[config.mk]
export PLATFORM = sky130hd
export DESIGN_NAME = lrelu_scale_stage
export DESIGN_NICKNAME = d
export VERILOG_FILES = /design/src/lrelu_data_pkg.sv /design/src/lrelu_cfg_pkg.sv /design/src/lrelu_scale_stage.sv
export SDC_FILE = /design/constraint.sdc
export NUM_CORES = 2
export LEC_CHECK = 0
export ABC_AREA = 1
export CAP_MARGIN = 20
export CORE_MARGIN = 2
export CORE_UTILIZATION = 68
export DETAILED_ROUTE_END_ITERATION = 10
export DONT_BUFFER_PORTS = 1
export PLACE_DENSITY = 0.84
export SETUP_SLACK_MARGIN = 0.05
export SYNTH_ARGS = -nofsm -noshare
export SYNTH_HDL_FRONTEND = slang
export SYNTH_SLANG_ARGS = --single-unit
[constraint.sdc]
create_clock -name clk -period 8.66 [get_ports clk]
set_input_delay 1.732 -clock clk [delete_from_list [all_inputs] [get_ports clk]]
set_output_delay 1.732 -clock clk [all_outputs]
set_load 0.02 [all_outputs]
[src/lrelu_data_pkg.sv]
package lrelu_data_pkg;

  // input lane word, signed integer
  localparam int DATA_W = 16;
  // output lane word after requantization
  localparam int OUT_W  = 8;
  // product and accumulator width
  localparam int PROD_W = 32;
  // fraction bits dropped at requantization
  localparam int FRAC   = 8;

  localparam int USER_W = 6;

  // saturation bounds of the output word
  localparam int OUT_MAX = 2 ** (OUT_W - 1) - 1;
  localparam int OUT_MIN = -(2 ** (OUT_W - 1));

  typedef logic signed [DATA_W-1:0] data_t;
  typedef logic signed [OUT_W-1:0]  out_t;
  typedef logic signed [PROD_W-1:0] prod_t;

  // user sideband, seen either as a raw vector or as position flags
  // is_lrelu sits in bit 0, is_right_col in bit 5
  typedef union packed {
    logic [USER_W-1:0] raw;
    struct packed {
      logic is_right_col;
      logic is_left_col;
      logic is_1x1;
      logic is_bottom_block;
      logic is_top_block;
      logic is_lrelu;
    } flags;
  } user_u;

endpackage

[src/lrelu_cfg_pkg.sv]
package lrelu_cfg_pkg;

  // coefficient words, Q8.8 signed
  localparam int COEFF_W = 16;
  // leak factor, unsigned 0.8
  localparam int ALPHA_W = 8;

  localparam int APB_DATA_W = 32;
  localparam int ADDR_W     = 6;

  typedef logic signed [COEFF_W-1:0] coeff_t;
  typedef logic        [ALPHA_W-1:0] alpha_t;
  typedef logic        [ADDR_W-1:0]  addr_t;

  // edge bias bank, 3 columns by 3 rows
  localparam int N_BIAS = 9;

  // register map, word addresses
  localparam addr_t ADDR_A      = 6'd0;
  localparam addr_t ADDR_B_BASE = 6'd1;
  localparam addr_t ADDR_D      = 6'd10;
  localparam addr_t ADDR_ALPHA  = 6'd11;
  localparam addr_t ADDR_LAST   = ADDR_ALPHA;

  // column index of the bias bank
  localparam logic [1:0] B_COL_CENTER = 2'd0;
  localparam logic [1:0] B_COL_LEFT   = 2'd1;
  localparam logic [1:0] B_COL_RIGHT  = 2'd2;

  // row index of the bias bank
  localparam logic [1:0] B_ROW_MID    = 2'd0;
  localparam logic [1:0] B_ROW_TOP    = 2'd1;
  localparam logic [1:0] B_ROW_BOTTOM = 2'd2;

  // position of one bias inside the bank
  function automatic int unsigned b_index(input logic [1:0] col, input logic [1:0] row);
    return col * 3 + row;
  endfunction

endpackage
[src/lrelu_scale_stage.sv]
`timescale 1ns/1ps

module lrelu_scale_stage #(
  parameter int UNITS = 4
) (
  input  logic                                   clk,
  input  logic                                   rst,
  input  logic                                   clken,
  input  logic                                   s_valid,
  input  lrelu_data_pkg::data_t [UNITS-1:0]      s_data,
  input  lrelu_data_pkg::user_u                  s_user,
  input  lrelu_cfg_pkg::coeff_t                  coeff_a,
  output lrelu_data_pkg::prod_t [UNITS-1:0]      prod,
  output logic                                   prod_valid,
  output lrelu_data_pkg::user_u                  prod_user
);

  import lrelu_data_pkg::*;

  prod_t [UNITS-1:0] prod_next;

  // x times A, result keeps the 8 fraction bits of A
  always_comb begin
    for (int lane = 0; lane < UNITS; lane++) begin
      prod_next[lane] = $signed(s_data[lane]) * $signed(coeff_a);
    end
  end

  always_ff @(posedge clk) begin
    if (clken) begin
      prod <= prod_next;
    end
  end

  // valid and user travel with the product
  always_ff @(posedge clk) begin
    if (rst) begin
      prod_valid <= 1'b0;
      prod_user  <= '0;
    end else if (clken) begin
      prod_valid <= s_valid;
      prod_user  <= s_user;
    end
  end

endmodule

**Yosys cells after proc, flatten, opt, wreduce, memory -nomap -nowiden**

Cells that the tools add are included.

- Bits in registers: 135

- $mul: 4

Operators by type and width:

| cell | number |
|---|---|
| $mul A16 B16 Y32 | 4 |

**Logic depth before layout (Yosys ltp)**

- Depth after elaboration: 1
- Gate-level depth with buffers: 28
- Gate-level depth less buffers: 26

**Worst setup path before layout**

OpenSTA, ideal clock, no wires.

- Path type: in2reg
- From: in coeff_a[5]
- To: reg prod[127] (netlist name) (data pin)
- Setup time: 252 ps
- Arrival time: 6810 ps
- Path slack: 1597 ps
- Stages on the path: 23
- Path buffers: 2
- Cells stage by stage: clkbuf_1 clkbuf_1 nand2_1 fa_1 inv_1 fa_1 inv_1 fa_1 fa_1 fa_1 fa_1 inv_1 ha_1 nand2_1 inv_1 nand2_1 nor3_1 and2_2 nand2_1 inv_1 nor2_1 nand2_1 nand2_1

RTL lines:

| item | RTL line | RTL |
|---|---|---|
| start, declared | lrelu_scale_stage.sv:12 | `input lrelu_cfg_pkg::coeff_t coeff_a,` |
| end signal, assigned | lrelu_scale_stage.sv:31 | `prod <= prod_next;` |
| end, declared | lrelu_scale_stage.sv:13 | `output lrelu_data_pkg::prod_t [UNITS-1:0] prod,` |

==> flow_metrics.py <==
metrics = {
    "sta": {
        "clock_skew_ns": 0,
        "worst_pin_slew_ns": 0.8145,
        "period_minus_slack_ns": 6.842,
        "slew_viol_final": 0,
        "tns_ns": 0,
        "finalCritPeriodShare": 0.7901,
        "max_freq_ghz": 0.1461,
        "rsz0062_at_grt": "false",
        "slew_headroom": 0.4570,
        "hold_viol_final": 0,
        "setup_viol": 0,
    },
    "run": {
        "drv_cap": 0,
    },
    "finish": {
        "fin_util": 0.6995,
        "syn2layout_area_growth_pct": 1.953,
        "mostFrequentLayoutCell": "inv_1",
        "diodes": 0,
        "finalNetCount": 7187,
        "final_cell_mix": "1874 x inv_1, 1591 x nand2_1, 1048 x fa_1",
        "drive_above_1_share": 0.02058,
    },
    "global_route": {
        "grt_antenna_before_repair": 0,
        "gr-total-overflow": 0,
        "grt_max_degree": 137,
        "grt_usage": 0.3427,
        "grt_pass1_wl_um": 191500,
        "grt_pass1_vias": 38900,
    },
    "clock_network": {
        "path_clk_slew_ns": 0.07,
        "cts_tree": "done",
        "cts_resized": 0,
        "ctsHoldBuffers": 0,
        "cts_setup_buffers": 0,
        "htree_num_levels": 4,
        "cts_root_buffer": "clkbuf_16",
        "numCtsBuffers": 17,
        "clock_sinks": 135,
        "clkLatencyLatePin_ns": 0.50,
        "clock_path_buffers": 2,
    },
    "worst_hold_path": {
        "hold_path_class": "reg2reg",
    },
    "die": {
        "placeableCoreArea_um2": 68470,
        "initial_core_util": 0.6861,
        "rows": 96,
        "die-area_um2": 71200,
        "die_x_um": 266.8,
        "ioPinCount": 225,
        "die_h_um": 266.8,
    },
    "worst_setup_path": {
        "crit_fanout": 35,
        "critPathMaxStageDelay_ns": 0.55,
        "path_cells": "inv_2, buf_12, or2_2, fa_1, fa_1, inv_1, fa_1, fa_1, fa_1, inv_1, fa_1, inv_1, ha_1, nand2_2, o21bai_1, o21ai_0, nand4_1, nand2_1",
        "cpMaxStageDelayCell": "inv_2",
        "cp-end-kind": "flop",
        "worstPathRequired_ns": 8.91,
        "cp_common_cell": "fa_1",
        "worstSetupStartpointType": "primary input",
        "crit_type": "in2reg",
        "crit_arrival_ns": 7.10,
    },
    "yosys": {
        "synthFlopType": "edfxtp_1",
        "syn_area_um2": 46970,
        "yosys.area.top_type": "fa_1",
        "synth_area_leaders": "fa_1 45%, inv_1 15%, nand2_1 13%",
        "synth-edff-count": 128,
        "async_flop_share": 0,
        "yosys_warnings": 0,
        "synth_top_area_share": 0.4466,
        "synth_cell_types": 36,
        "synth_cells": 5923,
        "synth_fp_nets": 7389,
        "seq_area_frac_synth": 0.08481,
        "syn_avg_cell_area_um2": 7.931,
        "ys_ff_latch": 135,
    },
    "outcome": {
        "status": "finished, final reports clean",
    },
    "detailed_routing": {
        "antenna_left": 0,
        "wire_per_inst_um": 17.28,
        "wl_um": 114300,
        "routed_via_density": 5.450,
        "vias": 36060,
        "drt-initial-drc-count": 2861,
        "route.detailed.drc": 0,
        "drt_pre_antenna_iters": 6,
    },
    "placement": {
        "post-dp-hpwl_um": 90730,
        "portBuffers": 0,
        "finalWeightedCongestion": 0.9431,
    },
}
-- routing by layer --
layer  vias to the layer above  routed length [µm]  global-route usage
li1                      16240                   -                   -
met1                     17720               42490              0.4327
met2                      1718               56390              0.5790
met3                       371               10110             0.06172
met4                         0                5312              0.1552
met5                         -                   0                   0
-- final cells by class --
type / instances / area, µm²
multi-input combinational: 3684 / 35090
fill: 5288 / 20580
inverter: 1882 / 7064
sequential: 135 / 3984
tap: 882 / 1104
clock buffer: 18 / 429.2
clock inverter: 14 / 197.7
timing repair buffer: 1 / 20.02
-- critical path, delay by kind of cell --
kind	cells	cell delay (ns)
adders and majority gates	7	3.27
AOI/OAI and AO/OA	2	0.61
buffers and inverters	5	1.03
and+or+nand+nor	4	0.41
-- cell usage after synthesis (9+ instances only) --
library cell,count
nand3_1,105
ha_1,328
or2_2,16
o21bai_1,15
o21ai_0,46
inv_1,1875
nand4_1,43
a21oi_1,116
fa_1,1048
buf_1,39
nor3_1,23
xor2_1,73
nand2_2,18
nor2_2,22
clkbuf_1,183
a21o_1,9
nand3_2,9
xnor2_1,11
nand2_1,1591
edfxtp_1,128
nor2_1,172
nand3b_1,11
-- sequential cells by signal, indices dropped and copies added, names as in the netlist --
register and flops:
prod 128, prod_user 6, prod_valid 1
-- worst paths after layout --
path | from | endpoint | slack (ns) | depth (start not counted)
worst max-delay path | coeff_a[15] | prod[121] | 1.82 | 18
worst min-delay path | prod_user[2] | prod_user[2] | 0.56 | 2
worst max register to register | prod_user[1] | prod_user[1] | 7.92 | 2
worst min register to register | prod_user[2] | prod_user[2] | 0.56 | 2
-- cells by family after synthesis --
family | count (synthesis) | synth area share
buffers and inverters | 2104 | 0.1681
DFF | 135 | 0.08481
AOI/OAI and AO/OA | 197 | 0.02280
and+or+nand+nor | 2027 | 0.1746
adders and majority gates | 1376 | 0.5340
xor gates and xnor gates | 84 | 0.01566
-- stage by stage --
step	instance area, µm²	instances	hold slack (ns)	worst slack (ns)
6_report	47890	6616	0.5578	1.818
5_1_grt	47890	6616	0.5852	1.577
4_1_cts	47890	6616	0.5613	1.874
3_5_place_dp	47260	6584	0.5513	1.385
3_3_place_gp	47260	6584	0.5435	1.383
2_1_floorplan	46970	5923	0.5334	1.597
Power is left out: the tool's default activity adds up to more than one toggle a clock period on the data nets, which glitch-free logic cannot reach.
