File: src/lrelu_data_pkg.sv
package lrelu_data_pkg;

  // input lane word, signed integer
  localparam int DATA_W = 16;
  // output lane word after requantization
  localparam int OUT_W  = 8;
  // product and accumulator width
  localparam int PROD_W = 32;
  // fraction bits dropped at requantization
  localparam int FRAC   = 8;

  localparam int USER_W = 6;

  // saturation bounds of the output word
  localparam int OUT_MAX = 2 ** (OUT_W - 1) - 1;
  localparam int OUT_MIN = -(2 ** (OUT_W - 1));

  typedef logic signed [DATA_W-1:0] data_t;
  typedef logic signed [OUT_W-1:0]  out_t;
  typedef logic signed [PROD_W-1:0] prod_t;

  // user sideband, seen either as a raw vector or as position flags
  // is_lrelu sits in bit 0, is_right_col in bit 5
  typedef union packed {
    logic [USER_W-1:0] raw;
    struct packed {
      logic is_right_col;
      logic is_left_col;
      logic is_1x1;
      logic is_bottom_block;
      logic is_top_block;
      logic is_lrelu;
    } flags;
  } user_u;

endpackage

File: src/lrelu_cfg_pkg.sv
package lrelu_cfg_pkg;

  // coefficient words, Q8.8 signed
  localparam int COEFF_W = 16;
  // leak factor, unsigned 0.8
  localparam int ALPHA_W = 8;

  localparam int APB_DATA_W = 32;
  localparam int ADDR_W     = 6;

  typedef logic signed [COEFF_W-1:0] coeff_t;
  typedef logic        [ALPHA_W-1:0] alpha_t;
  typedef logic        [ADDR_W-1:0]  addr_t;

  // edge bias bank, 3 columns by 3 rows
  localparam int N_BIAS = 9;

  // register map, word addresses
  localparam addr_t ADDR_A      = 6'd0;
  localparam addr_t ADDR_B_BASE = 6'd1;
  localparam addr_t ADDR_D      = 6'd10;
  localparam addr_t ADDR_ALPHA  = 6'd11;
  localparam addr_t ADDR_LAST   = ADDR_ALPHA;

  // column index of the bias bank
  localparam logic [1:0] B_COL_CENTER = 2'd0;
  localparam logic [1:0] B_COL_LEFT   = 2'd1;
  localparam logic [1:0] B_COL_RIGHT  = 2'd2;

  // row index of the bias bank
  localparam logic [1:0] B_ROW_MID    = 2'd0;
  localparam logic [1:0] B_ROW_TOP    = 2'd1;
  localparam logic [1:0] B_ROW_BOTTOM = 2'd2;

  // position of one bias inside the bank
  function automatic int unsigned b_index(input logic [1:0] col, input logic [1:0] row);
    return col * 3 + row;
  endfunction

endpackage
File: src/lrelu_requant.sv
`timescale 1ns/1ps

module lrelu_requant #(
  parameter int UNITS = 4
) (
  input  logic                                clk,
  input  logic                                rst,
  input  logic                                clken,
  input  lrelu_data_pkg::prod_t [UNITS-1:0]   prod,
  input  logic                                prod_valid,
  input  lrelu_data_pkg::user_u               prod_user,
  input  lrelu_cfg_pkg::coeff_t [UNITS-1:0]   bias,
  input  lrelu_cfg_pkg::coeff_t               coeff_d,
  input  lrelu_cfg_pkg::alpha_t               alpha,
  output logic                                m_valid,
  output lrelu_data_pkg::out_t [UNITS-1:0]    m_data,
  output lrelu_data_pkg::user_u               m_user
);

  import lrelu_cfg_pkg::*;
  import lrelu_data_pkg::*;

  prod_t [UNITS-1:0] t_next;
  prod_t [UNITS-1:0] t_q;
  logic              t_valid;
  user_u             t_user;
  out_t  [UNITS-1:0] q_next;

  // first stage: bias add, then leak on negative results
  always_comb begin
    prod_t                         sum;
    logic signed [PROD_W+ALPHA_W:0] leak;
    for (int lane = 0; lane < UNITS; lane++) begin
      sum  = prod[lane] + bias[lane];
      leak = sum * $signed({1'b0, alpha});
      if (sum[PROD_W-1] && prod_user.flags.is_lrelu) begin
        t_next[lane] = prod_t'(leak >>> FRAC);
      end else begin
        t_next[lane] = sum;
      end
    end
  end

  // second stage: D add, drop fraction, clip to 8 bits
  always_comb begin
    prod_t acc;
    prod_t scaled;
    for (int lane = 0; lane < UNITS; lane++) begin
      acc    = t_q[lane] + coeff_d;
      scaled = acc >>> FRAC;
      if (scaled > OUT_MAX) begin
        q_next[lane] = out_t'(OUT_MAX);
      end else if (scaled < OUT_MIN) begin
        q_next[lane] = out_t'(OUT_MIN);
      end else begin
        q_next[lane] = out_t'(scaled);
      end
    end
  end

  always_ff @(posedge clk) begin
    if (clken) begin
      t_q    <= t_next;
      m_data <= q_next;
    end
  end

  // sideband follows the data through both registers
  always_ff @(posedge clk) begin
    if (rst) begin
      t_valid <= 1'b0;
      t_user  <= '0;
      m_valid <= 1'b0;
      m_user  <= '0;
    end else if (clken) begin
      t_valid <= prod_valid;
      t_user  <= prod_user;
      m_valid <= t_valid;
      m_user  <= t_user;
    end
  end

endmodule

File: config.mk
export PLATFORM = sky130hd
export DESIGN_NAME = lrelu_requant
export DESIGN_NICKNAME = d
export VERILOG_FILES = /design/src/lrelu_data_pkg.sv /design/src/lrelu_cfg_pkg.sv /design/src/lrelu_requant.sv
export SDC_FILE = /design/constraint.sdc
export NUM_CORES = 2
export LEC_CHECK = 0
export BUFFER_PORTS_ARGS = -buffer_cell sky130_fd_sc_hd__clkbuf_2
export CORE_MARGIN = 2
export CORE_UTILIZATION = 45
export DETAILED_ROUTE_END_ITERATION = 8
export SLEW_MARGIN = 15
export SYNTH_ARGS = -nofsm -noshare
export SYNTH_HDL_FRONTEND = slang
export SYNTH_SLANG_ARGS = --single-unit
File: constraint.sdc
create_clock -name clk -period 15.15 [get_ports clk]
set_input_delay 3.03 -clock clk [delete_from_list [all_inputs] [get_ports clk]]
set_output_delay 3.03 -clock clk [all_outputs]
set_load 0.05 [all_outputs]
# [After elaboration in Yosys (flattened, before gate mapping)]
# Index checks and enable logic that the tools add are counted.
[classes] order_cmp=8 n_mul=4 n_reduce_logical=4 n_addsub=8 muxes=8
[ops] cell="32-bit by 16-bit adder with 32-bit output" n=8
[ops] cell="32-bit by 9-bit multiplier with 40-bit output" n=4
[ops] cell="32-bit two-way mux" n=4
[ops] cell="24-bit by 8-bit greater-than comparator with 1-bit output, second input constant" n=4
[ops] cell="24-bit by 8-bit < comparator with 1-bit output, second input constant" n=4
[ops] cell="8-bit two-way mux" n=4
[ops] cell="1-bit logical AND" n=4
[totals] ff_bits=174 in_bits=226

# [Depth between registers and ports, before layout]
[depth] ltp_word=3 ltp_mapped=32 depth_no_buf=32

# [Worst setup path after synthesis]
# Ideal clock, no wire load.
[synth_timing] path_kind="input to register" start="input port prod[0] (netlist bit)" end="register t_q[29] (netlist bit), data pin" n_path_buf=0 required_ns=14.890 cell_stages=32 path_slack_ns=4.754 t_arrival_ns=10.137 path_cell_list="ha_1 fa_1 a21o_1 a21oi_1 nor2b_1 a211oi_1 nor2_1 a221o_1 a21oi_1 o21bai_1 a21oi_1 xnor2_1 nand2_1 fa_1 inv_1 fa_1 fa_1 inv_1 fa_1 inv_1 ha_1 a21o_1 a21oi_1 o21ai_0 a221o_1 o21ai_0 a31oi_1 a211o_1 a211o_1 a21oi_1 xnor2_1 mux2_2"
[synth_rtl] item="start: declaration" line_no="lrelu_requant.sv:9" rtl="input lrelu_data_pkg::prod_t [UNITS-1:0] prod,"
[synth_rtl] item="end signal: assignment" line_no="lrelu_requant.sv:63" rtl="t_q <= t_next;"
[synth_rtl] item="end: declaration" line_no="lrelu_requant.sv:24" rtl="prod_t [UNITS-1:0] t_q;"

==> metrics.cfg <==
[status]
status=complete, no violations

[sta]
fin_crit_ps=11140
fin_tns_setup_ps=0
setup_viol=0
slew-limit-headroom_pct=19.5
final.period_utilization_pct=73.5
fmax_mhz=89.8
rsz0062_at_grt=no
finClkSkew_ps=17.8
finalHoldViolCount=0
slew_violations=0
tightestPinTransition_ps=1200

[setup_path]
crit_fanout=9
slowest_stage=a211oi_1
cp-start-kind=primary input
reg2reg_slack_ps=10210
worst_ep_required_time_ps=15380
cp_num_buf_inv=4
worstSetupPathType=in -> reg
critical_path.top_delay_family=compound AO/OA/AOI/OAI gates
worst_path_most_repeated_cell=a21o_1
end_kind=flip-flop
slowest_delay_ps=710
cp.arrival_ps=11360

[synthesis]
syn_avg_cell_area_sq_um=8.79
syn_inst=5778
syn_nets=7332
synth_seq_cells=174
ys_types=93
synthTopCellsByCount=inv_1, fa_1, nand2_1
synth-edff-count=160
yosys-top-cells-area=fa_1, ha_1, edfxtp_1, inv_1, and2_1
synth-async-reset-ratio_pct=0
synth_ff_type=edfxtp_1
ys_seq_area_share_pct=10.0
post-synth-top-count-cell=inv_1
synth_top_area_cell=fa_1
synth_top_area_share_pct=30.9
synth_area_sq_um=50800
ys_warn_count=0

[clocking]
cts_resized=0
cts_htree_levels=4
cts_buffer_depth=2
clkLatencyLatePin_ps=520
hold_buffers=0
cts_root_buf=clkbuf_16
postCtsSetupBuffers=0
cts_tree=yes
clock-sinks=174
cts.clk_slew.worst_paths_ps=80
numCtsBuffers=17

[global_routing]
grt_antenna_before_repair=4
grt_usage_pct=23.0
grt_first_pass_wirelength_microns=213000
first_global_vias=40500
grt_overflow=0
grt_max_degree=111

[detailed_routing]
routed_wl_microns=129000
vias=39300
ant_nets=0
m1WireLength_microns=60800
drc=0
wl_per_cell_microns=17.3
met3_length_microns=6820
dr.pass1.iters=5
met2_length_microns=58900
initialDrtViolationCount=1937
dr.max_layer_used=met4
viasPerCell=5.25

[place]
place_congestion=0.861
dpl.hpwl_microns=101000
place.port_buffers=264
dp.cells=7446

[finish]
drive_gt1_share_pct=7.73
fin_cells=7480
fin_nets=7519
area_delta_synth_final_pct=7.18

[die]
die_w_microns=340
die_area_sq_um=116000
io-pin-count=265
start_util_pct=45.3
die_h_microns=340
fp.coreArea_sq_um=112000
rows=123

[worst_hold_path]
hp-class=reg -> reg

[run]
maxCapViolCount=0

## cells by family after synthesis
logic type / share of synthesized area [%]
fa+ha+maj: 44.3
buf+inv: 8.83
mux: 1.85
xor+xnor: 5.77
simple gates: 17.6
flops: 10.0
compound gates: 11.6
## final cells by class
type                            count  area [sq um]
Multi-Input combinational cell   4418         41300
Timing Repair Buffer              318          1800
Fill cell                       10900         57700
Sequential cell                   174          5080
Clock inverter                     12           121
Antenna cell                        2          5.00
Inverter                         1036          3890
Clock buffer                       20           437
Tap cell                         1500          1880
## registers in the layout, summed over array words and instances, names as in the netlist
name	flops
t_q	128
m_data	32
m_user	6
t_user	6
m_valid	1
t_valid	1
## metal layers
metal	track usage, %	up-vias
met2	37.5	794
met5	0	-
met4	5.59	0
met1	32.3	19300
met3	3.04	88
li1	-	19000
## path summary, 6_finish.rpt
kind                                  end  depth (start not counted)      start
worst max register to register  m_data[1]                         12     t_q[5]
worst min-delay path            m_user[5]                          2  t_user[5]
worst min register to register  m_user[5]                          2  t_user[5]
worst max-delay path              t_q[31]                         31    prod[1]
## cells in the final DEF, fill, tap and decap left out, drive strengths merged, types with 46 or more instances in the layout
| cell type | Yosys | final |
|---|---|---|
| xor2 | 124 | 124 |
| nor2b | 68 | 68 |
| a21o | 145 | 145 |
| o21a | 46 | 46 |
| mux2 | 64 | 64 |
| ha | 544 | 544 |
| edfxtp | 160 | 160 |
| nand2 | 656 | 656 |
| inv | 1036 | 1036 |
| nor2 | 157 | 157 |
| buf | 14 | 63 |
| clkbuf | 136 | 275 |
| nand3 | 68 | 68 |
| fa | 784 | 784 |
| and2 | 557 | 557 |
| xnor2 | 211 | 211 |
| a21oi | 267 | 267 |
| o21ai | 188 | 188 |
## worst min-delay path, delay by kind of cell, from the launching register on
kind / cells / cell delay [ps]
flops: 1 / 330
mux: 1 / 70
simple gates: 1 / 70
## metrics by stage
stage	hold slack [ps]	area (sq um)	setup WS [ps]	util (%)
after global routing	524	54500	3430	48.5
after global placement	471	53900	3590	48.0
final	495	54500	4010	48.5
after CTS	503	54500	4020	48.5
after floorplan	460	50800	4750	-
after detailed placement	486	53900	3490	48.0
Power is not shown: default switching activity piles up to over one toggle a cycle in this logic, so the estimate is an artifact.
