**src/lrelu_cfg_pkg.sv**
```systemverilog
package lrelu_cfg_pkg;

  // coefficient words, Q8.8 signed
  localparam int COEFF_W = 16;
  // leak factor, unsigned 0.8
  localparam int ALPHA_W = 8;

  localparam int APB_DATA_W = 32;
  localparam int ADDR_W     = 6;

  typedef logic signed [COEFF_W-1:0] coeff_t;
  typedef logic        [ALPHA_W-1:0] alpha_t;
  typedef logic        [ADDR_W-1:0]  addr_t;

  // edge bias bank, 3 columns by 3 rows
  localparam int N_BIAS = 9;

  // register map, word addresses
  localparam addr_t ADDR_A      = 6'd0;
  localparam addr_t ADDR_B_BASE = 6'd1;
  localparam addr_t ADDR_D      = 6'd10;
  localparam addr_t ADDR_ALPHA  = 6'd11;
  localparam addr_t ADDR_LAST   = ADDR_ALPHA;

  // column index of the bias bank
  localparam logic [1:0] B_COL_CENTER = 2'd0;
  localparam logic [1:0] B_COL_LEFT   = 2'd1;
  localparam logic [1:0] B_COL_RIGHT  = 2'd2;

  // row index of the bias bank
  localparam logic [1:0] B_ROW_MID    = 2'd0;
  localparam logic [1:0] B_ROW_TOP    = 2'd1;
  localparam logic [1:0] B_ROW_BOTTOM = 2'd2;

  // position of one bias inside the bank
  function automatic int unsigned b_index(input logic [1:0] col, input logic [1:0] row);
    return col * 3 + row;
  endfunction

endpackage
```
**src/lrelu_coeff_regs.sv**
```systemverilog
`timescale 1ns/1ps

module lrelu_coeff_regs (
  input  logic                                  clk,
  input  logic                                  rst,
  input  logic                                  psel,
  input  logic                                  penable,
  input  logic                                  pwrite,
  input  lrelu_cfg_pkg::addr_t                  paddr,
  input  logic [lrelu_cfg_pkg::APB_DATA_W-1:0]  pwdata,
  output logic [lrelu_cfg_pkg::APB_DATA_W-1:0]  prdata,
  output logic                                  pready,
  output logic                                  pslverr,
  output lrelu_cfg_pkg::coeff_t                 coeff_a,
  output lrelu_cfg_pkg::coeff_t [lrelu_cfg_pkg::N_BIAS-1:0] coeff_b,
  output lrelu_cfg_pkg::coeff_t                 coeff_d,
  output lrelu_cfg_pkg::alpha_t                 alpha
);

  import lrelu_cfg_pkg::*;

  localparam int B_IDX_W = $clog2(N_BIAS);

  logic               access;
  logic               addr_ok;
  logic               hit_b;
  logic [B_IDX_W-1:0] b_sel;

  // access phase of a transfer
  assign access  = psel && penable;
  assign addr_ok = (paddr <= ADDR_LAST);
  assign hit_b   = (paddr >= ADDR_B_BASE) && (paddr < ADDR_B_BASE + N_BIAS);
  assign b_sel   = B_IDX_W'(paddr - ADDR_B_BASE);

  // no wait states
  assign pready  = 1'b1;
  assign pslverr = access && !addr_ok;

  // writes land on the access edge
  always_ff @(posedge clk) begin
    if (rst) begin
      coeff_a <= '0;
      coeff_b <= '0;
      coeff_d <= '0;
      alpha   <= '0;
    end else if (access && pwrite) begin
      if (paddr == ADDR_A) begin
        coeff_a <= pwdata[COEFF_W-1:0];
      end else if (paddr == ADDR_D) begin
        coeff_d <= pwdata[COEFF_W-1:0];
      end else if (paddr == ADDR_ALPHA) begin
        alpha <= pwdata[ALPHA_W-1:0];
      end else if (hit_b) begin
        coeff_b[b_sel] <= pwdata[COEFF_W-1:0];
      end
    end
  end

  // readback, zero extended
  always_comb begin
    prdata = '0;
    if (psel && !pwrite && addr_ok) begin
      case (paddr)
        ADDR_A: begin
          prdata = {{(APB_DATA_W-COEFF_W){1'b0}}, coeff_a};
        end
        ADDR_D: begin
          prdata = {{(APB_DATA_W-COEFF_W){1'b0}}, coeff_d};
        end
        ADDR_ALPHA: begin
          prdata = {{(APB_DATA_W-ALPHA_W){1'b0}}, alpha};
        end
        default: begin
          // whatever remains in range is the bias bank
          if (hit_b) begin
            prdata = {{(APB_DATA_W-COEFF_W){1'b0}}, coeff_b[b_sel]};
          end
        end
      endcase
    end
  end

endmodule

```
**config.mk**
```make
export PLATFORM = sky130hd
export DESIGN_NAME = lrelu_coeff_regs
export DESIGN_NICKNAME = d
export VERILOG_FILES = /design/src/lrelu_cfg_pkg.sv /design/src/lrelu_coeff_regs.sv
export SDC_FILE = /design/constraint.sdc
export NUM_CORES = 1
export LEC_CHECK = 0
export BUFFER_PORTS_ARGS = -buffer_cell sky130_fd_sc_hd__buf_2
export CAP_MARGIN = 20
export CORE_ASPECT_RATIO = 1.4
export CORE_MARGIN = 1.5
export CORE_UTILIZATION = 56
export DETAILED_ROUTE_END_ITERATION = 12
export PLACE_DENSITY_LB_ADDON = 0.25
export SLEW_MARGIN = 20
export SYNTH_ARGS = -nofsm -noshare
export SYNTH_HDL_FRONTEND = slang
export SYNTH_SLANG_ARGS = --single-unit
```
**constraint.sdc**
```tcl
create_clock -name clk -period 7.4 [get_ports clk]
set_input_delay 0.74 -clock clk [delete_from_list [all_inputs] [get_ports clk]]
set_output_delay 0.74 -clock clk [all_outputs]
set_load 0.02 [all_outputs]
```
After elaboration in Yosys (flattened, before gate mapping) --
Index checks and enable logic that the tools add are counted.
Cells by class: shift-type cells 0, multiply operators 0, reductions and logical operators 14, multiplexer cells 8, magnitude comparators 5, equality and inequality tests 2, $add $sub $neg 1, div/mod/pow operators 0, bitwise operators 3
Operators with widths (number):
- $bwmux 144 | 1
- $bmux 16 s4 | 1
- $demux 16 s4 | 1
- $mux 16 | 4
- $pmux 16 s3 | 1
- $eq 6x4->1 const B | 2
- $logic_and 1x1->1 | 7
- $ge 6x1->1 const B | 1
- $le 6x4->1 const B | 1
- $logic_not 6->1 | 1
- $lt 6x4->1 const B | 1
- $lt 4x5->1 const B | 1
- $reduce_and 5->1 | 1
- $ge 4x1->1 const B | 1
- $reduce_and 4->1 | 1
- $sub 4x1->4 const B | 1
- $not 1->1 | 3
- $reduce_and 3->1 | 1
- $logic_not 1->1 | 2
- $reduce_and 2->1 | 1
Storage, ports and cells: memory bits (read-only) 0, memories 0, RAM bits 0, bits in registers 184, bits in latches 0, word-level logic and storage cells 45, output and inout bits 218

Longest topological paths before layout --
depth in word-level cells 6, depth in mapped cells 11, gate-level depth less buffers 7

Worst setup path before layout --
OpenSTA, ideal clock, no wires.
path type input-to-output, from input port paddr[0], to output port prdata[0] in the netlist's numbering, data arrival time 3.302 ns, path buffers 4, stages on the path 11, slack 3.358 ns, required time 6.660 ns, cells stage by stage buf_4 buf_2 inv_1 ha_1 or2_1 a22o_1 clkbuf_1 or2_2 clkbuf_1 or3_1 a21oi_1
Between the ends: longest elaborated chain between the ends 6, elaborated cells on any way between the ends 14, classes of those cells add/sub: 1; order compare: 3; eq/ne: 2; mux: 5; reduce/logical: 3
Ends and longest elaborated chain:
- from (decl) | line lrelu_coeff_regs.sv:9 | input lrelu_cfg_pkg::addr_t paddr,
- $sub 4x1->4 | line lrelu_coeff_regs.sv:33 | assign b_sel = B_IDX_W'(paddr - ADDR_B_BASE);
- $bmux 16 s4 | line lrelu_coeff_regs.sv:76 | prdata = {{(APB_DATA_W-COEFF_W){1'b0}}, coeff_b[b_sel]};
- $mux 16 (not written as such) | line lrelu_coeff_regs.sv:76
- $mux 16 | line lrelu_coeff_regs.sv:75 | if (hit_b) begin
- $pmux 16 s3 | line lrelu_coeff_regs.sv:63 | case (paddr)
- $mux 16 (*) | line lrelu_coeff_regs.sv:62 | if (psel && !pwrite && addr_ok) begin
- to (decl) | line lrelu_coeff_regs.sv:11 | output logic [lrelu_cfg_pkg::APB_DATA_W-1:0] prdata,
Every way passes the cells marked *; elsewhere a longest branch is shown, timed or not. The select of a mux whose other input is x is not followed.

Worst setup path in the final report --
from input port paddr[0], to output port prdata[5] in the netlist's numbering
Same word-level chain as after synthesis.

==> results.cfg <==
[timing]
layout_worst_path_cycle_share_pct = 67.9
final_period_minus_worst_setup_slack_ns = 5.03
max-slew-margin-rel_pct = 26.0
whs_ns = 0.468
final.setup_skew_ns = 0
grt_setup_unrepaired = no
slew_at_the_pin_closest_to_its_max_slew_limit_ns = 1.11
setup_violations = 0
max_freq_mhz = 199
setup-tns-final_ns = 0
timing.final.max_slew_violations = 0
final_hold_vios = 0

[finish]
nFillCells = 1289
final_core_util_pct = 67.5
final_net_count = 1089
multi_input_gate_area_sq_um = 4840
syn2layout_area_growth_pct = 17.3
most_common_cell_after_layout_fill_and_taps_aside = sky130_fd_sc_hd__buf_2
antennaDiodeCount = 0
footprint_of_the_flip_flops_and_latches_sq_um = 3680
final_cell_area_sq_um = 10500
layout-drive-gt1-share_pct = 30.6
finish.cell_count_without_fillers = 1249
layout_common_cells = sky130_fd_sc_hd__buf_2, sky130_fd_sc_hd__dfxtp_1, sky130_fd_sc_hd__mux2i_1, sky130_fd_sc_hd__nand2b_1, sky130_fd_sc_hd__a21oi_1

[outcome]
status = finished, final reports clean

[critical_path]
timing.setup.critical_path_class = primary input to output port
critical-path-slowest-cell = sky130_fd_sc_hd__nor2_1
endpoint_kind = output port
worst_path_dominant_cell_family = buffers and inverters
crit_buf_inv = 5
critical_path_required_ns = 6.66
timing.critical_path.arrival_ns = 4.29
worstPathCellList = buf_2, buf_4, inv_1, ha_1, buf_4, nand2_1, nor2_1, a21oi_1, or3_1, a21oi_1, buf_2
critical_path.max_stage_delay_ns = 0.86
critical_path_peak_fanout = 41
worst_setup_sp_type = primary input
reg_to_reg_slack_setup_ns = 6.70

[clocking]
holdBufCountCts = 0
cts-root-to-sink-buffers = 2
clk_latency_ns = 0.42
clk_pin_slew_ns = 0.07
post_cts_resize_count = 0
cts-buffers-inserted = 17
numClockSinks = 184
cts_root_buffer = sky130_fd_sc_hd__clkbuf_16
htree_num_levels = 4
post-cts-setup-buffers = 0
tritoncts = done

[power]
share_of_power_burned_in_combinational_logic_pct = 7.0
p_seq_share_pct = 48.9
worst_ir_drop_vdd_v = 0.000147
share_clk_of_total_power_pct = 44.2
net_switching_fraction_of_the_power_pct = 26.4
power_leakage_nw = 5.35
powerDensity_nw_per_um2 = 192
cell_internal_pwr_mw = 1.49
p_sw_uw = 534

[route]
avgRoutedWirePerCell_microns = 19.3
detailedRoute.firstPassIterationCount = 6
detail_route.drc_violations = 0
num_vias = 7058
totalWireLength_microns = 24100
viasPerCell = 5.65
first_iter_violations = 584
drtAntennaViolNets = 0

[synth]
netlist.area_leader.share_pct = 41.0
syn_area_per_cell_sq_um = 10.4
yosys.cell_types.count = 46
seq_area_frac_synth_pct = 41.0
netlist_area_sq_um = 8980
yosys_warnings = 0
synth_top_area_cells = sky130_fd_sc_hd__dfxtp_1, sky130_fd_sc_hd__mux2i_1, sky130_fd_sc_hd__nand2b_1, sky130_fd_sc_hd__mux4_2, sky130_fd_sc_hd__a21oi_1
area_leader_netlist = sky130_fd_sc_hd__dfxtp_1
number_of_instances_in_the_synthesized_netlist = 867
synth-seq-cells = 184

[hold_path]
worstHoldPathType = flop to flop

[grt]
grt_first_pass_wirelength_microns = 37400
globalRouteOverflowTotal = 0
initial_antenna_violation_count = 0
grt_pass1_vias = 6638
global_route.usage.total_pct = 28.9
largest_net_degree_at_the_start_of_global_routing = 124

[placement]
numPlacedInstances = 1217
placed_cell_area_sq_um = 9950
port-buffer-count = 227
gp_congestion = 0.847
detailedPlacementHpwl_microns = 17100

[die]
die-height_microns = 153
num_io_pins = 261
die_area_sq_um = 16800
fp-row-count = 54
core_ar_sq_um = 15600
floorplan.initialDensity_pct = 57.5
fp.dieW_microns = 110

[job]
cap_violations = 0
cell usage after synthesis (all sizes together):
cell type    n
nor2        35
conb         2
nand4        1
or4          1
or3b         1
xor2         1
mux2i      169
ha           6
and3         2
nand3        3
inv          2
o221a        8
buf         57
nand2b     160
dfxtp      184
or4b         1
or2          3
a2111oi      1
a21o         1
nor3         9
xnor2        1
mux4        32
and2         5
or3          8
clkbuf      35
nand4b       2
o21ai       10
o22ai        7
a222oi       8
nor4         3
nand2       55
a22o         1
nor4b        1
and3b        1
a21oi       49
a211o        2
registers in the layout, indices dropped and copies added (netlist names):
name / cells
alpha: 8
coeff_a: 16
coeff_d: 16
coeff_b: 144
worst min-delay path: stages, from the launching register on:
cell	delay, ns
sky130_fd_sc_hd__dfxtp_1	0.32
sky130_fd_sc_hd__nand2_1	0.05
sky130_fd_sc_hd__a21oi_1	0.05
final timing paths:
check                   start           to  cells after the start
hold / removal    coeff_a[13]  coeff_a[13]                      2
hold reg to reg   coeff_a[13]  coeff_a[13]                      2
setup / recovery     paddr[0]    prdata[5]                     11
setup reg to reg  coeff_b[95]  coeff_b[95]                      2
logic make-up after synthesis:
logic type | after synthesis | share of synthesized area, %
adders and majority gates | 6 | 0.836
xor gates and xnor gates | 2 | 0.279
muxes | 201 | 26.9
buffers and inverters | 94 | 5.70
and+or+nand+nor | 291 | 18.8
other | 2 | 0.0836
AOI/OAI and AO/OA | 87 | 6.40
DFF | 184 | 41.0
layout make-up:
cell class,instances,area share [%]
well taps,196,2.33
flip-flops and latches,184,35.0
clock inverters,14,1.48
clock buffers,18,4.07
multi-input cells,604,46.0
repair buffers,231,11.1
inverters,2,0.0713
through the flow:
step                      setup slack, ns  total power, mW
after floorplan                      3.36             1.12
after global placement               2.38             1.15
after detailed placement             2.36             1.15
after CTS                            2.33             2.04
after global routing                 2.04             2.09
final                                2.37             2.03
metal layers:
metal  track usage, %  up-vias  wire length [microns]
li1                 -     3320                      -
met1             38.1     3431                  10200
met2             46.8      274                  11700
met3             6.70       33                   1700
met4             9.03        0                    529
met5                0        -                      0
power groups by stage:
stage	combinational [mW]	sequential, mW	clock, mW
2_1_floorplan	0.110	1.01	0
3_3_place_gp	0.139	1.01	0
3_5_place_dp	0.139	1.01	0
4_1_cts	0.140	0.991	0.906
5_1_grt	0.152	0.991	0.949
6_report	0.141	0.991	0.895
(Power assumes the default switching activity.)
