===== config.mk =====
export PLATFORM = sky130hd
export DESIGN_NAME = lrelu_bias_select
export DESIGN_NICKNAME = d
export VERILOG_FILES = /design/src/lrelu_data_pkg.sv /design/src/lrelu_cfg_pkg.sv /design/src/lrelu_bias_select.sv
export SDC_FILE = /design/constraint.sdc
export NUM_CORES = 1
export LEC_CHECK = 0
export BUFFER_PORTS_ARGS = -buffer_cell sky130_fd_sc_hd__buf_2
export CAP_MARGIN = 20
export CORE_ASPECT_RATIO = 0.6
export CORE_MARGIN = 8
export CORE_UTILIZATION = 38
export CTS_CLUSTER_DIAMETER = 100
export DETAILED_ROUTE_END_ITERATION = 7
export GPL_ROUTABILITY_DRIVEN = 0
export GPL_TIMING_DRIVEN = 0
export HOLD_SLACK_MARGIN = 0.06
export PLACE_DENSITY = 0.67
export REMOVE_ABC_BUFFERS = 1
export SYNTH_ARGS = -nofsm -noshare
export SYNTH_HDL_FRONTEND = slang
export SYNTH_SLANG_ARGS = --single-unit

===== constraint.sdc =====
create_clock -name clk -period 4.29 [get_ports clk]
set_input_delay 1.0725 -clock clk [delete_from_list [all_inputs] [get_ports clk]]
set_output_delay 1.0725 -clock clk [all_outputs]
set_load 0.05 [all_outputs]

===== src/lrelu_data_pkg.sv =====
package lrelu_data_pkg;

  // input lane word, signed integer
  localparam int DATA_W = 16;
  // output lane word after requantization
  localparam int OUT_W  = 8;
  // product and accumulator width
  localparam int PROD_W = 32;
  // fraction bits dropped at requantization
  localparam int FRAC   = 8;

  localparam int USER_W = 6;

  // saturation bounds of the output word
  localparam int OUT_MAX = 2 ** (OUT_W - 1) - 1;
  localparam int OUT_MIN = -(2 ** (OUT_W - 1));

  typedef logic signed [DATA_W-1:0] data_t;
  typedef logic signed [OUT_W-1:0]  out_t;
  typedef logic signed [PROD_W-1:0] prod_t;

  // user sideband, seen either as a raw vector or as position flags
  // is_lrelu sits in bit 0, is_right_col in bit 5
  typedef union packed {
    logic [USER_W-1:0] raw;
    struct packed {
      logic is_right_col;
      logic is_left_col;
      logic is_1x1;
      logic is_bottom_block;
      logic is_top_block;
      logic is_lrelu;
    } flags;
  } user_u;

endpackage


===== src/lrelu_cfg_pkg.sv =====
package lrelu_cfg_pkg;

  // coefficient words, Q8.8 signed
  localparam int COEFF_W = 16;
  // leak factor, unsigned 0.8
  localparam int ALPHA_W = 8;

  localparam int APB_DATA_W = 32;
  localparam int ADDR_W     = 6;

  typedef logic signed [COEFF_W-1:0] coeff_t;
  typedef logic        [ALPHA_W-1:0] alpha_t;
  typedef logic        [ADDR_W-1:0]  addr_t;

  // edge bias bank, 3 columns by 3 rows
  localparam int N_BIAS = 9;

  // register map, word addresses
  localparam addr_t ADDR_A      = 6'd0;
  localparam addr_t ADDR_B_BASE = 6'd1;
  localparam addr_t ADDR_D      = 6'd10;
  localparam addr_t ADDR_ALPHA  = 6'd11;
  localparam addr_t ADDR_LAST   = ADDR_ALPHA;

  // column index of the bias bank
  localparam logic [1:0] B_COL_CENTER = 2'd0;
  localparam logic [1:0] B_COL_LEFT   = 2'd1;
  localparam logic [1:0] B_COL_RIGHT  = 2'd2;

  // row index of the bias bank
  localparam logic [1:0] B_ROW_MID    = 2'd0;
  localparam logic [1:0] B_ROW_TOP    = 2'd1;
  localparam logic [1:0] B_ROW_BOTTOM = 2'd2;

  // position of one bias inside the bank
  function automatic int unsigned b_index(input logic [1:0] col, input logic [1:0] row);
    return col * 3 + row;
  endfunction

endpackage

===== src/lrelu_bias_select.sv =====
`timescale 1ns/1ps

module lrelu_bias_select #(
  parameter int UNITS = 4
) (
  input  logic                                            clk,
  input  logic                                            rst,
  input  logic                                            clken,
  input  lrelu_data_pkg::user_u                           s_user,
  input  lrelu_cfg_pkg::coeff_t [lrelu_cfg_pkg::N_BIAS-1:0] coeff_b,
  output lrelu_cfg_pkg::coeff_t [UNITS-1:0]               bias
);

  import lrelu_cfg_pkg::*;
  import lrelu_data_pkg::*;

  logic [1:0]              col;
  logic [1:0]              row [UNITS];
  coeff_t [UNITS-1:0]      bias_next;

  // column is the same for every lane of the beat
  always_comb begin
    if (s_user.flags.is_1x1) begin
      col = B_COL_CENTER;
    end else if (s_user.flags.is_left_col) begin
      col = B_COL_LEFT;
    end else if (s_user.flags.is_right_col) begin
      col = B_COL_RIGHT;
    end else begin
      col = B_COL_CENTER;
    end
  end

  // only the outer lanes see the top and bottom edges
  always_comb begin
    for (int lane = 0; lane < UNITS; lane++) begin
      row[lane] = B_ROW_MID;
      if (!s_user.flags.is_1x1) begin
        if (lane == 0 && s_user.flags.is_top_block) begin
          row[lane] = B_ROW_TOP;
        end else if (lane == UNITS - 1 && s_user.flags.is_bottom_block) begin
          row[lane] = B_ROW_BOTTOM;
        end
      end
      bias_next[lane] = coeff_b[b_index(col, row[lane])];
    end
  end

  // sampled on the same edge as the scale stage
  always_ff @(posedge clk) begin
    if (rst) begin
      bias <= '0;
    end else if (clken) begin
      bias <= bias_next;
    end
  end

endmodule


======== After elaboration in Yosys (flattened, before gate mapping) ========
Index checks and enable logic that the tools add are counted.
storage, ports and cells
  flip-flop bits (word level) ............. 48
  input port bits ......................... 153
  word-level logic and storage cells ...... 22
  output and inout bits ................... 64
operators by class
  add/sub/neg operators ................... 2
  $mul .................................... 1
  $lt $le $gt $ge ......................... 3
  mux-type cells .......................... 13
operator list
  operator             count
  $bmux 16 s4          3
  $mux 16              3
  $add 4x2->5          2
  $lt 5x5->1 const B   2
  $mux 2               5
  $lt 4x5->1 const B   1
  $mul 2x2->4 const B  1
  $mux 1               2

======== Longest topological paths before layout ========
Gate-level depths: netlist (run 1).
  word-level depth ........................ 7
  gate-level depth with buffers ........... 13
  mapped depth without buffers ............ 8

======== Worst setup path before layout (run 1) ========
Ideal clock, no wire load.
  kind .................................... input-to-reg
  start ................................... input s_user[4] (netlist bit)
  end ..................................... register bias[62] (netlist bit)
  arrival time ............................ 3.368 ns
  path buffers ............................ 5
  library setup time ...................... 0.122 ns
  slack ................................... 0.800 ns
  data required time ...................... 4.168 ns
  cell stages on the path ................. 13
  path through ............................ nor2b_2 buf_6 buf_6 buf_6 ha_1 ha_1 ha_1 buf_1 nor2_1 nand4_2 clkbuf_1 o21ai_0 a221o_1
between the ends
  word-level cells in the longest chain between the ends .. 6
ends and longest elaborated chain
  what                           RTL line                 text
  from (decl)                    lrelu_bias_select.sv:9   input lrelu_data_pkg::user_u s_user,
  $mux 2                         lrelu_bias_select.sv:25  end else if (s_user.flags.is_left_col) begin
  $mux 2                         lrelu_bias_select.sv:23  if (s_user.flags.is_1x1) begin
  $mul 2x2->4                    lrelu_cfg_pkg.sv:37      return col * 3 + row;
  $add 4x2->5                    lrelu_cfg_pkg.sv:37
  $bmux 16 s4                    lrelu_bias_select.sv:45  bias_next[lane] = coeff_b[b_index(col, row[lane])];
  $mux 16 (not written as such)  lrelu_bias_select.sv:45
  to (signal assigned)           lrelu_bias_select.sv:54  bias <= bias_next;
  to (decl)                      lrelu_bias_select.sv:11  output lrelu_cfg_pkg::coeff_t [UNITS-1:0] bias
No other way between the ends. The select of a mux whose other input is x is not followed.
A chain may end at the register's enable or synchronous reset.

======== Worst setup path after layout (run 1) ========
  start ................................... input s_user[4] (netlist bit)
  end ..................................... register bias[48] (netlist bit)
Same word-level chain as after synthesis.

==> results of run 1 <==
-- repair_timing --
item / in CTS / in global routing
setup buffers: 0 / 0
endpoints found under the setup margin: 22 / 0
resized for setup: 3 / 0
-- worst max-delay path, delay by kind of cell --
kind,cells,cell delay (ns)
fa+ha+maj,3,1.13
simple gates,3,0.84
compound gates,2,0.46
buf+inv,4,0.86
-- power breakdown --
part,switching (mW),total (mW),internal [mW]
Sequential,0.0330,0.527,0.494
Clock,0.175,0.408,0.233
Combinational,0.537,0.853,0.316
-- worst min-delay path by stage --
stage	start	end	slack, ns
CTS	bias[2]$_SDFFE_PP0P_	bias[2]$_SDFFE_PP0P_	0.51
detailed placement	bias[13]$_SDFFE_PP0P_	bias[13]$_SDFFE_PP0P_	0.50
finish	bias[2]$_SDFFE_PP0P_	bias[2]$_SDFFE_PP0P_	0.51
global placement	bias[6]$_SDFFE_PP0P_	bias[6]$_SDFFE_PP0P_	0.50
floorplan	bias[0]$_SDFFE_PP0P_	bias[0]$_SDFFE_PP0P_	0.72
global route	bias[13]$_SDFFE_PP0P_	bias[13]$_SDFFE_PP0P_	0.54
-- kinds of logic after synthesis --
kind of cell | count (synthesis) | synth area share
AOI/OAI and AO/OA | 130 | 0.2162
buffers and inverters | 78 | 0.09567
DFF | 48 | 0.2052
muxes | 159 | 0.3854
xor gates and xnor gates | 5 | 0.009353
adders and majority gates | 7 | 0.01871
and+or+nand+nor | 67 | 0.06949
-- cell usage in the layout, fill, tap and decap left out, types with 2 or more instances in the layout --
| master | synthesis | final |
|---|---|---|
| mux2i_1 | 142 | 142 |
| nor3_2 | 1 | 2 |
| buf_16 | 0 | 5 |
| nor2b_1 | 4 | 3 |
| buf_2 | 21 | 215 |
| xor2_1 | 4 | 4 |
| nor2_2 | 0 | 3 |
| a22o_1 | 16 | 16 |
| o21ai_0 | 17 | 17 |
| a22oi_1 | 31 | 31 |
| o31ai_1 | 15 | 15 |
| buf_12 | 0 | 2 |
| dfxtp_1 | 48 | 48 |
| a221o_1 | 16 | 16 |
| clkbuf_1 | 9 | 2 |
| o22ai_1 | 16 | 16 |
| inv_1 | 18 | 18 |
| mux4_2 | 17 | 17 |
| buf_8 | 0 | 4 |
| a211o_1 | 16 | 16 |
| buf_6 | 5 | 4 |
| clkbuf_16 | 0 | 5 |
| ha_4 | 0 | 2 |
| nor2_1 | 19 | 16 |
| ha_1 | 7 | 5 |
| nand2_1 | 32 | 32 |
-- per-stage QoR --
| stage | worst slack, ns | power, mW | hold slack (ns) | std cells |
|---|---|---|---|---|
| floorplan | -2.236 | 1.083 | 0.7249 | 435 |
| global placement | -3.838 | 1.333 | 0.5007 | 815 |
| detailed placement | -0.4440 | 1.379 | 0.4970 | 829 |
| CTS | 0.1997 | 1.797 | 0.5149 | 837 |
| global route | 0.009643 | 1.864 | 0.5403 | 838 |
| finish | 0.1462 | 1.788 | 0.5126 | 838 |
-- layer usage --
metal / part of all wire / routed length, µm
met3: 0.11 / 2160
met5: 0 / 0
met1: 0.45 / 8966
met4: 0.011 / 220
met2: 0.43 / 8495
-- area by class of cell --
class	instances	area (µm²)	share of cell area
multi-input combinational	368	3331	0.5478
inverter	19	76.32	0.01255
tap	165	206.4	0.03396
clock buffer	8	146.4	0.02408
timing repair buffer	230	1359	0.2235
sequential	48	960.9	0.1581
==> impl_metrics.toml, run 1 <==
[synthesis]
ys_ff_latch = 48
netlist_instances = 494
yosysWarnings = 0
async_flop_share = 0
netlist_top_cells_area = "mux2i_1 30%, dfxtp_1 21%, mux4_2 8.2%"
yosysSeqAreaShare = 0.2052
synth.most_common_cell = "mux2i_1"
synth_edf_count = 0
synth.top_cells.by_count = "142 x mux2i_1, 48 x dfxtp_1, 32 x nand2_1"
synth_top_area_cell = "mux2i_1"
synth_area_mm2 = 0.004682
synth_cell_type_count = 37
synth_ff_type = "dfxtp_1"
synth.avg_cell_area_um2 = 9.478
yosys.area.top_type_share = 0.3036

[clock_network]
cts_buffer_depth = 2
cts_tree = "built"
clk_latency_ns = 0.28
cts-root-buf = "clkbuf_16"
cts_buffers = 5
cts_max_level = 2
clock-sinks = 48
clk_pin_slew_ns = 0.07
cts_hold_buffers = 0

[routing]
drt_pass1_iterations = 5
viasPerCell = 5.981
route.detailed.drc = 0
vias = 5012
antenna_left = 0
drtIter0Drc = 441
wl_per_cell_um = 23.68
wl_um = 19840

[setup_path]
critPathLaunch = "s_user[4]"
startpoint_type = "primary input"
slowest_stage = "ha_1"
end_kind = "register"
worstPathMaxFanout = 20
arrival_ns = 4.37
reg2regPathDepth = 2
r2r_slack_ns = 3.37
worstSetupPathType = "primary input to register"
path_cells = "buf_2 > nor2b_4 > buf_12 > ha_1 > buf_16 > ha_1 > ha_4 > buf_16 > nor2_1 > nand4_4 > o21ai_0 > a221o_1"
reg2reg_from = "bias[46]$_SDFFE_PP0P_"
crit_path_max_incr_delay_ns = 0.50
worstReg2RegEnd = "bias[46]$_SDFFE_PP0P_"
required_ns = 4.52
cp-endpoint = "bias[48]$_SDFFE_PP0P_"

[worst_hold_path]
min_path_cells = 2
min_path_type = "register to register"

[layout]
drive_above_1_share = 0.3967
final_util = 0.5056
nNetsFinal = 832
largest_register_ffs = 48
diodes = 0
num-fill-cells = 1125
largest-register = "bias"
fin_area_mm2 = 0.006080
largestRegisters = "bias: 48 flops"
area_growth_syn_to_layout_pct = 29.85

[timing]
setup-tns-final_ns = 0
rsz0062_at_grt = "false"
finalSetupViolCount = 0
tightest_slew_ns = 0.9981
fmax_mhz = 241.3
post-route-period-util = 0.9659
period_needed_ns = 4.144
relSlewSlack = 0.3346
skew_ns = 0
slew_viol_final = 0
hold_viol = 0

[run_status]
status = "finished, final reports clean"

[global_route]
grt_pass1_vias = 5322
grtUsageTotal = 0.2331
grt_max_degree = 32
grt_use_met1 = 0.3100
antenna_found_initial = 0
grt-busiest-layer = "met2"
globalRoute.totalOverflow = 0
grtUsageMet3 = 0.07723
use_met2 = 0.3595
grt_pass1_wl_um = 29990

[placement]
place_area_mm2 = 0.005893
numPortBuffers = 215
hpwlAfterDp_um = 15290

[floorplan]
die_w_um = 159.3
pin_count = 217
core_area_mm2 = 0.01202
fp.dieArea_mm2 = 0.01625
die_y_um = 102.0
initial_core_util = 0.3894
rows = 31

[power_and_ir_drop]
ir_drop_uv = 134.0
p_leak_nw = 2.935
p_per_area_mw_per_mm2 = 294.2

[flow_run]
cap_violations = 0
Note: power is estimated with default switching activity, not from simulation.
==> run 2: changes to the inputs <==
ABC_AREA = 1   (was unset)
CORE_UTILIZATION = 41   (was 38)
PLACE_DENSITY = 0.68   (was 0.67)
==> impl_metrics.toml, run 2 <==
[synthesis]
synth_xor_area_frac = 0.001443
synth_area_mm2 = 0.006070
synth_simple_gate_area_frac = 0.5500
synth_cell_type_count = 26
yosysWarnings = 0
synth_top_area_cell = "nand3_1"
synth.area.mux_share = 0
synth.most_common_cell = "nand3_1"
synth.top_cells.by_count = "278 x nand3_1, 274 x nand2_1, 177 x nor2_1"
synth_compound_area_frac = 0.1093
synth.avg_cell_area_um2 = 5.273
synth_ff_type = "dfxtp_1"
yosys.area.top_type_share = 0.2292
netlist_top_cells_area = "nand3_1 23%, nand2_1 17%, dfxtp_1 16%"
synthAdderAreaFrac = 0.01443
synth_top_family_by_area = "simple AND/OR/NAND/NOR gates"
netlist_instances = 1151
async_flop_share = 0
yosysSeqAreaShare = 0.1583
synth_edf_count = 0
ys_ff_latch = 48

[setup_path]
r2r_slack_ns = 3.54
worstSetupPathType = "primary input to register"
cp-endpoint = "bias[14]$_SDFFE_PP0P_"
path_cells = "buf_4 > buf_12 > inv_1 > nor2_1 > ha_4 > ha_4 > buf_16 > clkinvlp_4 > nor2_1 > o21ai_0 > nand3_1 > nand3_1 > a21oi_1"
critPathLaunch = "s_user[4]"
slowest_stage = "ha_4"
startpoint_type = "primary input"
required_ns = 4.51
reg2regPathDepth = 2
worstReg2RegEnd = "bias[36]$_SDFFE_PP0P_"
crit_path_max_incr_delay_ns = 0.48
arrival_ns = 4.31
reg2reg_from = "bias[36]$_SDFFE_PP0P_"
worstPathMaxFanout = 35
end_kind = "register"

[routing]
vias = 8151
route.detailed.drc = 0
drtIter0Drc = 823
antenna_left = 0
viasPerCell = 5.478
wl_per_cell_um = 17.29
drt_pass1_iterations = 6
wl_um = 25720

[floorplan]
fp.dieArea_mm2 = 0.01908
initial_core_util = 0.4196
die_w_um = 173.1
rows = 34
pin_count = 217
die_y_um = 110.2
core_area_mm2 = 0.01446

[layout]
largest-register = "bias"
area_growth_syn_to_layout_pct = 19.44
layout_commonest_cell = "nand3_1"
largestRegisters = "bias: 48 flops"
largest_register_ffs = 48
num-fill-cells = 1565
multiInputGateArea_mm2 = 0.004156
drive_above_1_share = 0.2081
nNetsFinal = 1447
final_util = 0.5012
final_cell_mix = "278 x nand3_1, 274 x nand2_1, 214 x buf_2"
seqCellArea_um2 = 960.9

[clock_network]
clk_pin_slew_ns = 0.07
clk_latency_ns = 0.29
cts_buffers = 5
cts_hold_buffers = 0
cts_max_level = 2
cts_buffer_depth = 2
cts_tree = "built"
clock-sinks = 48
cts-root-buf = "clkbuf_16"

[global_route]
antenna_found_initial = 5
grt_max_degree = 83
grt_pass1_wl_um = 40500
grtUsageTotal = 0.2601
globalRoute.totalOverflow = 0
grt_pass1_vias = 7899

[timing]
skew_ns = 0
tightest_slew_ns = 1.009
rsz0062_at_grt = "false"
period_needed_ns = 4.084
slew_viol_final = 0
post-route-period-util = 0.9519
finalSetupViolCount = 0
hold_viol = 0
fin_hold_ws_ns = 0.4983
fmax_mhz = 244.9
relSlewSlack = 0.3276

[run_status]
status = "finished, final reports clean"

[power_and_ir_drop]
p_per_area_mw_per_mm2 = 287.9
ir_drop_uv = 164.7
p_leak_nw = 4.065

[worst_hold_path]
min_path_type = "register to register"

[placement]
hpwlAfterDp_um = 18330
numPortBuffers = 215

[flow_run]
cap_violations = 0
## run 2: cell types whose count changed after synthesis, moves of 66 or more
cell / delta
nor2_1: +158
nand3_1: +278
o21ai_0: +66
inv_1: +90
mux2i_1: -142
nand2_1: +242
## run 2: how the worst min path moves through the flow
stage                     startpoint  slack [ns]  cells past startpoint                     to
2_1_floorplan   bias[0]$_SDFFE_PP0P_        0.73                      2   bias[0]$_SDFFE_PP0P_
3_3_place_gp    bias[2]$_SDFFE_PP0P_        0.48                      2   bias[2]$_SDFFE_PP0P_
3_5_place_dp    bias[1]$_SDFFE_PP0P_        0.49                      2   bias[1]$_SDFFE_PP0P_
4_1_cts         bias[1]$_SDFFE_PP0P_        0.50                      2   bias[1]$_SDFFE_PP0P_
5_1_grt         bias[0]$_SDFFE_PP0P_        0.54                      2   bias[0]$_SDFFE_PP0P_
6_report       bias[15]$_SDFFE_PP0P_        0.50                      2  bias[15]$_SDFFE_PP0P_
## run 2: repair_timing
item                       in CTS  in global routing
setup endpoints to repair      48                 48
gates resized for setup         8                  7
hold endpoints to repair        0                  0
pin swaps                       2                  0
setup buffers                   5                  0
gates cloned                    1                  0
## run 2: cell families (layout without fill, tap and decap cells)
kind of cell	count (synthesis)	in the layout
simple gates	753	753
xor+xnor	1	1
other cells	0	2
buf+inv	210	347
compound gates	132	132
flops	48	48
fa+ha+maj	7	7
## run 2: critical path, delay by kind of cell
family	cells	cell delay, ns
buffers and inverters	5	1.32
and+or+nand+nor	4	0.74
AOI/OAI and AO/OA	2	0.27
adders and majority gates	2	0.85
## run 2: routing by layer
metal / global-route usage / vias to the layer above / share of wire
met3: 0.06565 / 52 / 0.11
met5: 0 / - / 0.0015
met2: 0.4242 / 473 / 0.43
li1: - / 3964 / -
met1: 0.3401 / 3656 / 0.44
met4: 0.07226 / 6 / 0.020
## run 2: power breakdown
group / total (mW) / switching (mW) / leakage, nW / internal [mW]
clock: 0.484 / 0.177 / 0.0901 / 0.307
combinational: 1.09 / 0.762 / 3.58 / 0.325
sequential: 0.516 / 0.0263 / 0.399 / 0.489
total: 2.09 / 0.965 / 4.07 / 1.12
## run 2: cell type report
| class | count | area share |
|---|---|---|
| antenna | 2 | 0.0006904 |
| clock buffer | 7 | 0.02106 |
| clock inverter | 1 | 0.004142 |
| inverter | 113 | 0.06041 |
| multi-input combinational | 893 | 0.5734 |
| sequential | 48 | 0.1326 |
| tap | 198 | 0.03417 |
| timing repair buffer | 225 | 0.1726 |
| timing repair inverter | 1 | 0.001036 |
## run 2: metrics by stage
step	instances	worst slack (ns)	power, mW	area [µm²]	TNS, ns
2_1_floorplan	1054	0.08566	1.206	5488	0
3_3_place_gp	1467	-1.933	1.542	6812	-82.51
3_5_place_dp	1472	-1.431	1.566	6942	-55.48
4_1_cts	1486	0.003570	2.072	7201	0
5_1_grt	1488	0.03016	2.215	7249	0
6_report	1488	0.2063	2.087	7249	0
